`src/hdl/fetch_pkg.sv`:
```
`default_nettype none

package fetch_pkg;

  localparam int xlen = 32;
  localparam logic [xlen-1:0] reset_pc = 32'h8000_0000;

  // cache geometry.
  localparam int line_words = 4;
  localparam int cache_lines = 16;
  localparam int offset_bits = $clog2(line_words);
  localparam int index_bits = $clog2(cache_lines);
  localparam int tag_bits = xlen - index_bits - offset_bits - 2;

  typedef logic [xlen-1:0] word_t;
  typedef logic [offset_bits-1:0] offset_t;
  typedef logic [index_bits-1:0] index_t;
  typedef logic [tag_bits-1:0] tag_t;

  typedef enum logic [3:0] {
    kind_branch,
    kind_jal,
    kind_jalr,
    kind_load,
    kind_store,
    kind_alu_imm,
    kind_alu_reg,
    kind_lui,
    kind_auipc,
    kind_system,
    kind_other
  } inst_kind_t;

  // major opcodes, inst[6:2].
  localparam logic [4:0] op_load = 5'b00000;
  localparam logic [4:0] op_alu_imm = 5'b00100;
  localparam logic [4:0] op_auipc = 5'b00101;
  localparam logic [4:0] op_store = 5'b01000;
  localparam logic [4:0] op_alu_reg = 5'b01100;
  localparam logic [4:0] op_lui = 5'b01101;
  localparam logic [4:0] op_branch = 5'b11000;
  localparam logic [4:0] op_jalr = 5'b11001;
  localparam logic [4:0] op_jal = 5'b11011;
  localparam logic [4:0] op_system = 5'b11100;

endpackage

`default_nettype wire

```
`src/hdl/fetch_if.sv`:
```
`timescale 1ns/1ps
`default_nettype none

interface fetch_if import fetch_pkg::*; ();

  logic valid;
  logic ready;
  word_t pc;
  word_t inst;

  modport source (
    output valid,
    output pc,
    output inst,
    input ready
  );

  modport sink (
    input valid,
    input pc,
    input inst,
    output ready
  );

endinterface

`default_nettype wire

```
`src/hdl/icache.sv`:
```
`timescale 1ns/1ps
`default_nettype none

module icache import fetch_pkg::*; (
  input wire logic clock,
  input wire logic reset,
  input wire logic fencei,
  input wire word_t fetch_pc,
  input wire logic mem_rvalid,
  input wire word_t mem_rdata,
  output logic hit,
  output word_t hit_inst,
  output logic mem_req,
  output word_t mem_addr
);

  typedef enum logic {
    st_idle,
    st_refill
  } state_t;

  state_t state;

  tag_t tag_mem [cache_lines];
  word_t data_mem [cache_lines][line_words];
  logic [cache_lines-1:0] valid_bits;

  word_t refill_addr;
  offset_t beat_cnt;
  logic fence_seen;

  offset_t pc_offset;
  index_t pc_index;
  tag_t pc_tag;
  index_t refill_index;
  tag_t refill_tag;
  logic lookup_hit;
  logic last_beat;

  // address split above the byte offset.
  assign pc_offset = fetch_pc[offset_bits+1:2];
  assign pc_index = fetch_pc[index_bits+offset_bits+1:offset_bits+2];
  assign pc_tag = fetch_pc[xlen-1:xlen-tag_bits];

  assign refill_index = refill_addr[index_bits+offset_bits+1:offset_bits+2];
  assign refill_tag = refill_addr[xlen-1:xlen-tag_bits];

  assign lookup_hit = valid_bits[pc_index] && (tag_mem[pc_index] == pc_tag);
  assign last_beat = (beat_cnt == offset_t'(line_words - 1));

  // the line under refill never reports a hit.
  assign hit = (state == st_idle) && lookup_hit;
  assign hit_inst = data_mem[pc_index][pc_offset];
  assign mem_addr = refill_addr;

  always_ff @(posedge clock) begin
    if (reset) begin
      state <= st_idle;
      mem_req <= 1'b0;
      beat_cnt <= '0;
      fence_seen <= 1'b0;
      valid_bits <= '0;
    end else begin
      mem_req <= 1'b0;
      case (state)
        st_idle: begin
          if (!lookup_hit) begin
            state <= st_refill;
            mem_req <= 1'b1;
            beat_cnt <= '0;
            fence_seen <= 1'b0;
          end
        end
        st_refill: begin
          if (mem_rvalid) begin
            beat_cnt <= beat_cnt + 1'b1;
            if (last_beat) begin
              state <= st_idle;
              // a fence during the refill makes the line stale.
              if (!fence_seen && !fencei) begin
                valid_bits[refill_index] <= 1'b1;
              end
            end
          end
        end
        default: state <= st_idle;
      endcase
      if (fencei) begin
        valid_bits <= '0;
        if (state == st_refill) begin
          fence_seen <= 1'b1;
        end
      end
    end
  end

  always_ff @(posedge clock) begin
    if (state == st_idle && !lookup_hit) begin
      refill_addr <= {fetch_pc[xlen-1:offset_bits+2], {(offset_bits + 2){1'b0}}};
    end
    if (state == st_refill && mem_rvalid) begin
      data_mem[refill_index][beat_cnt] <= mem_rdata;
      if (last_beat) begin
        tag_mem[refill_index] <= refill_tag;
      end
    end
  end

  // memory beats only answer an outstanding request.
  beat_in_refill: assert property (
    @(posedge clock) disable iff (reset)
    mem_rvalid |-> (state == st_refill)
  );

endmodule

`default_nettype wire

```
`src/hdl/fetch_unit.sv`:
```
`timescale 1ns/1ps
`default_nettype none

module fetch_unit import fetch_pkg::*; (
  input wire logic clock,
  input wire logic reset,
  input wire logic redirect,
  input wire word_t redirect_pc,
  input wire logic hit,
  input wire word_t hit_inst,
  output word_t fetch_pc,
  fetch_if.source out
);

  typedef enum logic {
    st_wait,
    st_hold
  } state_t;

  state_t state, state_next;

  logic out_valid_r, out_valid_next;
  word_t out_pc_next, out_inst_next;
  word_t fetch_pc_next;
  logic pend_r, pend_next;
  word_t pend_pc, pend_pc_next;

  word_t imm_b;
  logic predict_taken;
  word_t fetch_pc_pred;

  // backward conditional branches are taken.
  assign imm_b = {{20{hit_inst[31]}}, hit_inst[7], hit_inst[30:25], hit_inst[11:8], 1'b0};
  assign predict_taken = (hit_inst[6:2] == op_branch) && hit_inst[31];
  assign fetch_pc_pred = fetch_pc + (predict_taken ? imm_b : word_t'(4));

  always_comb begin
    state_next = state;
    out_valid_next = out_valid_r;
    out_pc_next = out.pc;
    out_inst_next = out.inst;
    fetch_pc_next = fetch_pc;
    pend_next = pend_r;
    pend_pc_next = pend_pc;

    if (state == st_wait) begin
      if (hit) begin
        if (redirect || pend_r) begin
          pend_next = 1'b0;
          out_valid_next = 1'b0;
          fetch_pc_next = redirect ? redirect_pc : pend_pc;
        end else if (!out_valid_r || out.ready) begin
          out_valid_next = 1'b1;
          out_pc_next = fetch_pc;
          out_inst_next = hit_inst;
          fetch_pc_next = fetch_pc_pred;
        end else begin
          state_next = st_hold;
        end
      end else begin
        // remember the target until the refill ends.
        if (redirect) begin
          pend_next = 1'b1;
          pend_pc_next = redirect_pc;
        end
        if (out.ready || redirect) begin
          out_valid_next = 1'b0;
        end
      end
    end else begin
      if (redirect) begin
        state_next = st_wait;
        out_valid_next = 1'b0;
        fetch_pc_next = redirect_pc;
      end else if (out.ready) begin
        state_next = st_wait;
        if (hit) begin
          out_valid_next = 1'b1;
          out_pc_next = fetch_pc;
          out_inst_next = hit_inst;
          fetch_pc_next = fetch_pc_pred;
        end else begin
          out_valid_next = 1'b0;
        end
      end
    end
  end

  always_ff @(posedge clock) begin
    if (reset) begin
      state <= st_wait;
      out_valid_r <= 1'b0;
      pend_r <= 1'b0;
      fetch_pc <= reset_pc;
    end else begin
      state <= state_next;
      out_valid_r <= out_valid_next;
      pend_r <= pend_next;
      fetch_pc <= fetch_pc_next;
    end
  end

  always_ff @(posedge clock) begin
    out.pc <= out_pc_next;
    out.inst <= out_inst_next;
    pend_pc <= pend_pc_next;
  end

  assign out.valid = out_valid_r && !redirect;

  // a stalled item stays put until taken or dropped by a redirect.
  hold_stable: assert property (
    @(posedge clock) disable iff (reset)
    (out.valid && !out.ready) |=>
      ((out.valid || redirect) && $stable(out.pc) && $stable(out.inst))
  );

endmodule

`default_nettype wire

```
`src/hdl/decode_stage.sv`:
```
`timescale 1ns/1ps
`default_nettype none

module decode_stage import fetch_pkg::*; (
  input wire logic clock,
  input wire logic reset,
  input wire logic redirect,
  input wire logic dec_ready,
  fetch_if.sink in,
  output logic dec_valid,
  output word_t dec_pc,
  output word_t dec_inst,
  output inst_kind_t dec_kind,
  output word_t dec_imm
);

  logic dec_valid_r;
  logic take;
  inst_kind_t kind;
  word_t imm;

  function automatic inst_kind_t classify(input word_t inst);
    case (inst[6:2])
      op_branch: return kind_branch;
      op_jal: return kind_jal;
      op_jalr: return kind_jalr;
      op_load: return kind_load;
      op_store: return kind_store;
      op_alu_imm: return kind_alu_imm;
      op_alu_reg: return kind_alu_reg;
      op_lui: return kind_lui;
      op_auipc: return kind_auipc;
      op_system: return kind_system;
      default: return kind_other;
    endcase
  endfunction

  // sign-extended immediate by instruction format.
  function automatic word_t form_imm(input word_t inst, input inst_kind_t k);
    case (k)
      kind_load, kind_alu_imm, kind_jalr, kind_system:
        return {{20{inst[31]}}, inst[31:20]};
      kind_store:
        return {{20{inst[31]}}, inst[31:25], inst[11:7]};
      kind_branch:
        return {{20{inst[31]}}, inst[7], inst[30:25], inst[11:8], 1'b0};
      kind_lui, kind_auipc:
        return {inst[31:12], 12'b0};
      kind_jal:
        return {{12{inst[31]}}, inst[19:12], inst[20], inst[30:21], 1'b0};
      default:
        return '0;
    endcase
  endfunction

  assign kind = classify(in.inst);
  assign imm = form_imm(in.inst, kind);

  assign in.ready = !dec_valid_r || dec_ready;
  assign take = in.valid && in.ready;
  assign dec_valid = dec_valid_r && !redirect;

  always_ff @(posedge clock) begin
    if (reset) begin
      dec_valid_r <= 1'b0;
    end else if (redirect) begin
      dec_valid_r <= 1'b0;
    end else if (take) begin
      dec_valid_r <= 1'b1;
    end else if (dec_ready) begin
      dec_valid_r <= 1'b0;
    end
  end

  always_ff @(posedge clock) begin
    if (take) begin
      dec_pc <= in.pc;
      dec_inst <= in.inst;
      dec_kind <= kind;
      dec_imm <= imm;
    end
  end

  // nothing from the old path survives a redirect.
  flush_empty: assert property (
    @(posedge clock) disable iff (reset)
    redirect |=> !dec_valid
  );

endmodule

`default_nettype wire

```
`src/hdl/fetch_top.sv`:
```
`timescale 1ns/1ps
`default_nettype none

module fetch_top import fetch_pkg::*; (
  input wire logic clock,
  input wire logic reset,
  input wire logic redirect,
  input wire word_t redirect_pc,
  input wire logic fencei,
  input wire logic mem_rvalid,
  input wire word_t mem_rdata,
  input wire logic dec_ready,
  output logic mem_req,
  output word_t mem_addr,
  output logic dec_valid,
  output word_t dec_pc,
  output word_t dec_inst,
  output inst_kind_t dec_kind,
  output word_t dec_imm
);

  word_t fetch_pc;
  logic hit;
  word_t hit_inst;

  fetch_if fetch_bus ();

  icache icache_inst (
    .clock(clock),
    .reset(reset),
    .fencei(fencei),
    .fetch_pc(fetch_pc),
    .mem_rvalid(mem_rvalid),
    .mem_rdata(mem_rdata),
    .hit(hit),
    .hit_inst(hit_inst),
    .mem_req(mem_req),
    .mem_addr(mem_addr)
  );

  fetch_unit fetch_unit_inst (
    .clock(clock),
    .reset(reset),
    .redirect(redirect),
    .redirect_pc(redirect_pc),
    .hit(hit),
    .hit_inst(hit_inst),
    .fetch_pc(fetch_pc),
    .out(fetch_bus.source)
  );

  decode_stage decode_stage_inst (
    .clock(clock),
    .reset(reset),
    .redirect(redirect),
    .dec_ready(dec_ready),
    .in(fetch_bus.sink),
    .dec_valid(dec_valid),
    .dec_pc(dec_pc),
    .dec_inst(dec_inst),
    .dec_kind(dec_kind),
    .dec_imm(dec_imm)
  );

endmodule

`default_nettype wire

```
`config.mk`:
```
export PLATFORM = sky130hd
export DESIGN_NAME = fetch_top
export DESIGN_NICKNAME = d
export VERILOG_FILES = /design/src/hdl/fetch_pkg.sv /design/src/hdl/fetch_if.sv /design/src/hdl/icache.sv /design/src/hdl/fetch_unit.sv /design/src/hdl/decode_stage.sv /design/src/hdl/fetch_top.sv
export SDC_FILE = /design/constraint.sdc
export NUM_CORES = 2
export LEC_CHECK = 0
export BUFFER_PORTS_ARGS = -buffer_cell sky130_fd_sc_hd__buf_2
export CAP_MARGIN = 20
export CELL_PAD_IN_SITES_DETAIL_PLACEMENT = 1
export CELL_PAD_IN_SITES_GLOBAL_PLACEMENT = 1
export CORE_MARGIN = 5
export CORE_UTILIZATION = 30
export DETAILED_ROUTE_END_ITERATION = 12
export PLACE_DENSITY = 0.58
export SLEW_MARGIN = 20
export SYNTH_ARGS = -nofsm -noshare
export SYNTH_HDL_FRONTEND = slang
export SYNTH_HIERARCHICAL = 1
export SYNTH_SLANG_ARGS = --single-unit
```
`constraint.sdc`:
```
create_clock -name clock -period 6.5 [get_ports clock]
set_input_delay 1.95 -clock clock [delete_from_list [all_inputs] [get_ports clock]]
set_output_delay 1.95 -clock clock [all_outputs]
set_load 0.02 [all_outputs]
```
* After elaboration in Yosys (flattened, before gate mapping)
Memories as Yosys holds them, arrays and structs flattened. A register that Yosys moved wholly into a read port is not among the register bits.
Cells that the tools add are included.
** Word-level totals
- Flip-flop bits (word level) :: 281
- Memory bits (writable) :: 2432
- Bits in read-only memories :: 128
- Bits of input ports :: 70
- Output and inout bits :: 134
- Memories :: 3
** Cells by class
- Add/sub/neg operators :: 2
- $lt $le $gt $ge :: 6
- Equal/unequal tests :: 19
- Mux-type cells :: 73
- Bitwise logic cells :: 6
- Reductions and logical operators :: 40
** Memory list
- icache_inst.data_mem :: depth 16, bits a word 128, rd ports 1, clocked after memory_dff 1, write ports 1, line icache.sv:25 : word_t data_mem [cache_lines][line_words];
- icache_inst.tag_mem :: depth 16, bits a word 24, rd ports 1, clocked after memory_dff 1, write ports 1, line icache.sv:24 : tag_t tag_mem [cache_lines];
- (no name shown) :: depth 32, bits a word 4, rd ports 1, clocked after memory_dff 1, write ports 0, line decode_stage.sv:23 : case (inst[6:2])
** Operator list (count)
- 32-bit two-way mux :: 26
- 32-bit one-hot mux with 5 select lines :: 1
- 128-bit two-way mux :: 1
- 32-bit binary-select mux with 2-bit select :: 1
- 32-bit demux with 2-bit select :: 1
- 32-bit adder :: 1
- 1-bit two-way mux :: 32
- 24-bit == test :: 1
- 4-bit two-way mux :: 4
- 16-bit bitwise OR :: 1
- 4-bit by 3-bit == test with 1-bit output, second input constant :: 3
- 1-bit logical AND :: 11
- 4-bit by 5-bit less-than comparator with 1-bit output, second input constant :: 2
- 4-bit by 2-bit == test with 1-bit output, second input constant :: 2
- 4-bit == test, second input constant :: 2
- 2-bit != test, second input constant :: 4
- 4-bit AND reduction :: 2
- 2-bit nonzero test :: 4
- 2-bit OR reduction :: 4
- 3-bit >= comparator, second input constant :: 2
- 1-bit zero test :: 6
- 2-bit inverter with 3-bit output :: 2
- 3-bit AND reduction :: 2
- 3-bit nonzero test :: 2
- 21 further kinds :: 29

* Depth between registers and ports, before layout
- Word-level depth :: 14
- Gate-level depth with buffers :: 23
- Gate-level depth less buffers :: 16

* Modules after synthesis
The synthesis kept the hierarchy.
** Modules (own cells, without submodules)
- icache :: instances 1, cells an instance 3908, area each 95262.6 µm², seq. area each 74291.3 µm²
- fetch_unit :: instances 1, cells an instance 670, area each 7025.5 µm², seq. area each 3583.4 µm²
- decode_stage :: instances 1, cells an instance 237, area each 3913.8 µm², seq. area each 3022.9 µm²

* Least setup slack after synthesis
Ideal clock, no wire load.
- Kind :: register -> register
- From :: register fetch_unit_inst.fetch_pc[5]
- To :: register fetch_unit_inst.fetch_pc[18]
- Library setup time :: 0.088 ns
- Arrival :: 6.181 ns
- Slack :: 0.231 ns
- Cell stages (with the launch flop) :: 22
- Buffers on the path :: 7
- Cell sequence :: dfxtp_1 buf_6 buf_6 buf_4 buf_2 buf_2 buf_1 mux4_2 mux4_2 mux4_2 nand4b_1 nor3_1 clkbuf_1 and2_1 ha_1 nand4_2 or4_4 a211o_4 a311oi_4 xor2_1 a21oi_1 nor4_2
** Between the ends
- Longest elaborated chain between the ends :: 6
- Elaborated cells between the ends (all ways) :: 15
- Those cells by class :: 1 x add/sub; 9 x mux; 5 x reduce/logical
** Ends and longest elaborated chain
- start: declaration :: line fetch_unit.sv:11 : output word_t fetch_pc,
- start signal: assignment :: line fetch_unit.sv:94 : fetch_pc <= reset_pc;
- start signal: assignment :: line fetch_unit.sv:99 : fetch_pc <= fetch_pc_next;
- parallel branches: the longest is 6 deep, another holds 32-bit adder
Several ways; the timed one is not identified. The select of a mux whose other input is x is not followed.
A chain may end at the register's enable or synchronous reset.

* Worst setup path after layout
- From :: register fetch_unit_inst.fetch_pc[4]
- To :: register fetch_unit_inst.fetch_pc[6]
The elaborated chain is that of the path after synthesis.

==> flow_metrics.env <==
export IMPL_crit_type="reg2reg"
export IMPL_met3_usage_pct=2.71
export IMPL_async_flop_share_pct=0
export IMPL_synth_edff_count=2656
export IMPL_r2r_start="fetch_unit_inst/fetch_pc[4]"
export IMPL_worstRegToRegCells=17
export IMPL_ys_warn_count=6
export IMPL_fmax_mhz=159
export IMPL_nNetsFinal=5388
export IMPL_crit_chain="buf_12 > buf_12 > mux4_2 > mux4_2 > mux4_2 > nand4b_1 > nor3_2 > buf_4 > buf_6 > and2_1 > ha_1 > a211o_1 > a31oi_2 > nor2_1 > o311ai_0 > o211ai_1 > a21oi_1"
export IMPL_finalPower_mw=35.9
export IMPL_grt_util_all_layers_pct=16.5
export IMPL_r2r_slack_ps=200
export IMPL_cp_startpoint="fetch_unit_inst/fetch_pc[4]"
export IMPL_timing_final_ws_setup_ps=202
export IMPL_globalRouteOverflowTotal=0
export IMPL_regArea_um2=80900
export IMPL_worst_path_max_fanout=36
export IMPL_pre_cts_ws_ps=79.4
export IMPL_grt_pass1_wl_um=435000
export IMPL_end_kind="flop"
export IMPL_crit_required_ps=7130
export IMPL_yosys_most_used_dff="edfxtp_1"
export IMPL_tns_ps=0
export IMPL_drive_gt1_share_pct=31.2
export IMPL_die_h_um=605
export IMPL_post_place_cells=9715
export IMPL_setup_violations=0
export IMPL_core_area_um2=353000
export IMPL_syn_area_um2=106000
export IMPL_clock_sinks=2713
export IMPL_start_util_pct=30.1
export IMPL_ctsHoldBuffers=0
export IMPL_gp_congestion=0.819
export IMPL_maxSlewHeadroom_pct=25.1
export IMPL_dieArea_um2=366000
export IMPL_power_density_nw_per_um2=290
export IMPL_htreeDepth=5
export IMPL_rows=218
export IMPL_grtUsageMet1_pct=23.2
export IMPL_clock_path_buffers=4
export IMPL_cap_violations=0
export IMPL_p_leak_nw=37.6
export IMPL_cpPeakStageDelay_ps=760
export IMPL_cpMostUsedCell="mux4_2"
export IMPL_wl_per_cell_um=30.2
export IMPL_fin_cells=10200
export IMPL_slew_violations=0
export IMPL_fill_cells=34400
export IMPL_cts_tree="done"
export IMPL_hold_class="reg2reg"
export IMPL_cts_resized=0
export IMPL_seq_area_frac_synth_pct=76.2
export IMPL_first_pass_iters=6
export IMPL_clock_skew_ps=78.1
export IMPL_cp_slowest_cell="a21oi_1"
export IMPL_period_needed_ps=6300
export IMPL_grt_pass1_vias=55000
export IMPL_drtAntennaViolNets=0
export IMPL_vias_per_cell=5.14
export IMPL_grt_start_max_net_pins=101
export IMPL_finalCritPeriodShare_pct=96.9
export IMPL_gr_usage_met2_pct=26.9
export IMPL_clk_latency_ps=900
export IMPL_path_clk_slew_ps=60
export IMPL_syn_area_per_cell_um2=22.1
export IMPL_hold_depth=0
export IMPL_endpoint="fetch_unit_inst/fetch_pc[6]"
export IMPL_vias=52600
export IMPL_syn2layout_area_growth_pct=16.6
export IMPL_rr_endpoint="fetch_unit_inst/fetch_pc[6]"
export IMPL_drc_errors=0
export IMPL_ys_ff_latch=2713
export IMPL_drt_iter0_drc=5556
export IMPL_die_w_um=605
export IMPL_ys_types=107
export IMPL_dpl_hpwl_um=182000
export IMPL_cts_setup_buffers=0
export IMPL_io_pins=204
export IMPL_io_buffers=199
export IMPL_antenna_found_initial=21
export IMPL_grt_busiest_layer="met2"
export IMPL_routed_wl_um=309000
export IMPL_ir_drop_mv=0.203
export IMPL_crit_arrival_ps=6930
export IMPL_syn_inst=4815
export IMPL_start_kind="flop"
export IMPL_multi_input_area_um2=24200
export IMPL_hold_viol=0
export IMPL_outcome="complete, no violations"
export IMPL_clockRootBuffer="clkbuf_16"
export IMPL_numCtsBuffers=290
export IMPL_worst_slew_pin_slew_ps=1120
export IMPL_grt_setup_unrepaired="no"
metrics by stage:
| step | hold WS (ps) | area [µm²] | util, % |
|---|---|---|---|
| 6_report | 419 | 124000 | 35.1 |
| 5_1_grt | 424 | 124000 | 35.1 |
| 4_1_cts | 421 | 124000 | 35.1 |
| 3_5_place_dp | 406 | 115000 | 32.5 |
| 3_3_place_gp | 405 | 115000 | 32.5 |
| 2_1_floorplan | 400 | 106000 | - |
how the worst min path moves through the flow:
stage,start,end,slack (ps)
after global routing,fetch_unit_inst/out.pc[3],decode_stage_inst/dec_pc[3],420
final,fetch_unit_inst/out.pc[26],decode_stage_inst/dec_pc[26],420
after CTS,fetch_unit_inst/out.pc[3],decode_stage_inst/dec_pc[3],420
after detailed placement,fetch_unit_inst/out.pc[13],decode_stage_inst/dec_pc[13],410
after global placement,fetch_unit_inst/out.pc[15],decode_stage_inst/dec_pc[15],400
after floorplan,fetch_unit_inst/out.inst[0],decode_stage_inst/dec_inst[0],400
cells by family after synthesis:
group | Yosys count | synth area share (%)
flip-flops | 2713 | 76.2
multiplexers | 873 | 17.0
AND/OR/NAND/NOR | 477 | 2.14
AO/OA/AOI/OAI | 371 | 2.39
buffers and inverters | 299 | 1.50
XOR/XNOR | 41 | 0.356
adder cells (fa/ha/maj) | 40 | 0.478
other | 1 | 0.00353
registers in the layout (all words and copies together) (netlist names):
| signal | flops |
|---|---|
| decode_stage_inst/dec_inst | 32 |
| icache_inst/tag_mem | 384 |
| icache_inst/beat_cnt | 2 |
| decode_stage_inst/dec_pc | 32 |
| icache_inst/data_mem | 2048 |
| fetch_unit_inst/out_valid_r | 1 |
| decode_stage_inst/dec_imm | 32 |
| decode_stage_inst/dec_kind | 4 |
| icache_inst/mem_addr | 28 |
| fetch_unit_inst/state | 1 |
| fetch_unit_inst/pend_r | 1 |
| fetch_unit_inst/out.pc | 32 |
| fetch_unit_inst/pend_pc | 32 |
| icache_inst/valid_bits | 16 |
| fetch_unit_inst/fetch_pc | 32 |
| icache_inst/fence_seen | 1 |
| icache_inst/state | 1 |
| decode_stage_inst/dec_valid_r | 1 |
| fetch_unit_inst/out.inst | 32 |
| icache_inst/mem_req | 1 |
layer usage:
metal,routed length (µm),vias up
met3,19400,437
met2,148000,1942
met5,80,-
li1,-,21300
met4,7320,12
met1,134000,29000
final cells by class:
class                   instances  area share [%]
flip-flops and latches       2713            65.4
multi-input cells            1806            19.6
clock buffers                 355            6.23
well taps                    4730            4.78
repair buffers                423            2.76
clock inverters               158            1.13
inverters                      44           0.138
diodes                          8          0.0162
synth_stat cells (16+ instances only):
library cell	count	area share, %
a31oi_1	19	0.11
mux2i_1	93	0.88
nor2b_1	20	0.12
ha_1	39	0.46
edfxtp_1	2656	75
o211ai_1	17	0.12
and2_1	22	0.13
xor2_1	22	0.18
dfxtp_1	57	1.1
a211oi_1	20	0.14
mux4_2	734	16
inv_1	38	0.13
mux2_2	43	0.46
o21ai_0	75	0.35
buf_2	87	0.41
nand3_1	22	0.10
buf_6	22	0.23
nand2_1	147	0.52
buf_1	36	0.13
nor3_1	26	0.12
nor2_1	147	0.52
clkbuf_1	78	0.28
or3_1	18	0.11
nand2b_1	16	0.094
a21oi_1	90	0.42
buf_4	21	0.15
xnor2_1	18	0.15
where the power goes:
group | leakage, nW | internal [mW] | switching [mW]
sequential | 24.5 | 19.2 | 0.0452
combinational | 8.61 | 0.0777 | 0.348
clock | 4.49 | 9.30 | 6.90
critical path: cells and delay by family, from the launching register on:
kind / cells / cell delay (ps)
compound gates: 5 / 1870
simple gates: 4 / 940
flops: 1 / 370
mux: 3 / 1510
buf+inv: 4 / 1000
fa+ha+maj: 1 / 270
layout by cell type (no fill, tap or decap), drive strengths merged, types with 16 or more instances in the layout:
cell type,Yosys,layout
a21o,16,16
inv,43,59
and2,22,22
nand3,23,23
nor2b,21,21
edfxtp,2656,2656
mux2,44,44
o211ai,18,18
nand2b,16,16
a31oi,20,20
a211oi,21,21
ha,39,39
nand2,147,147
xor2,22,22
bufinv,0,21
o21ai,79,79
nor2,150,150
a21oi,90,90
mux4,736,736
buf,168,423
nor3,28,28
xnor2,19,19
or3,19,19
dfxtp,57,57
mux2i,93,93
o22ai,16,16
clkbuf,87,355
clkinv,1,119
(Power assumes the default switching activity.)
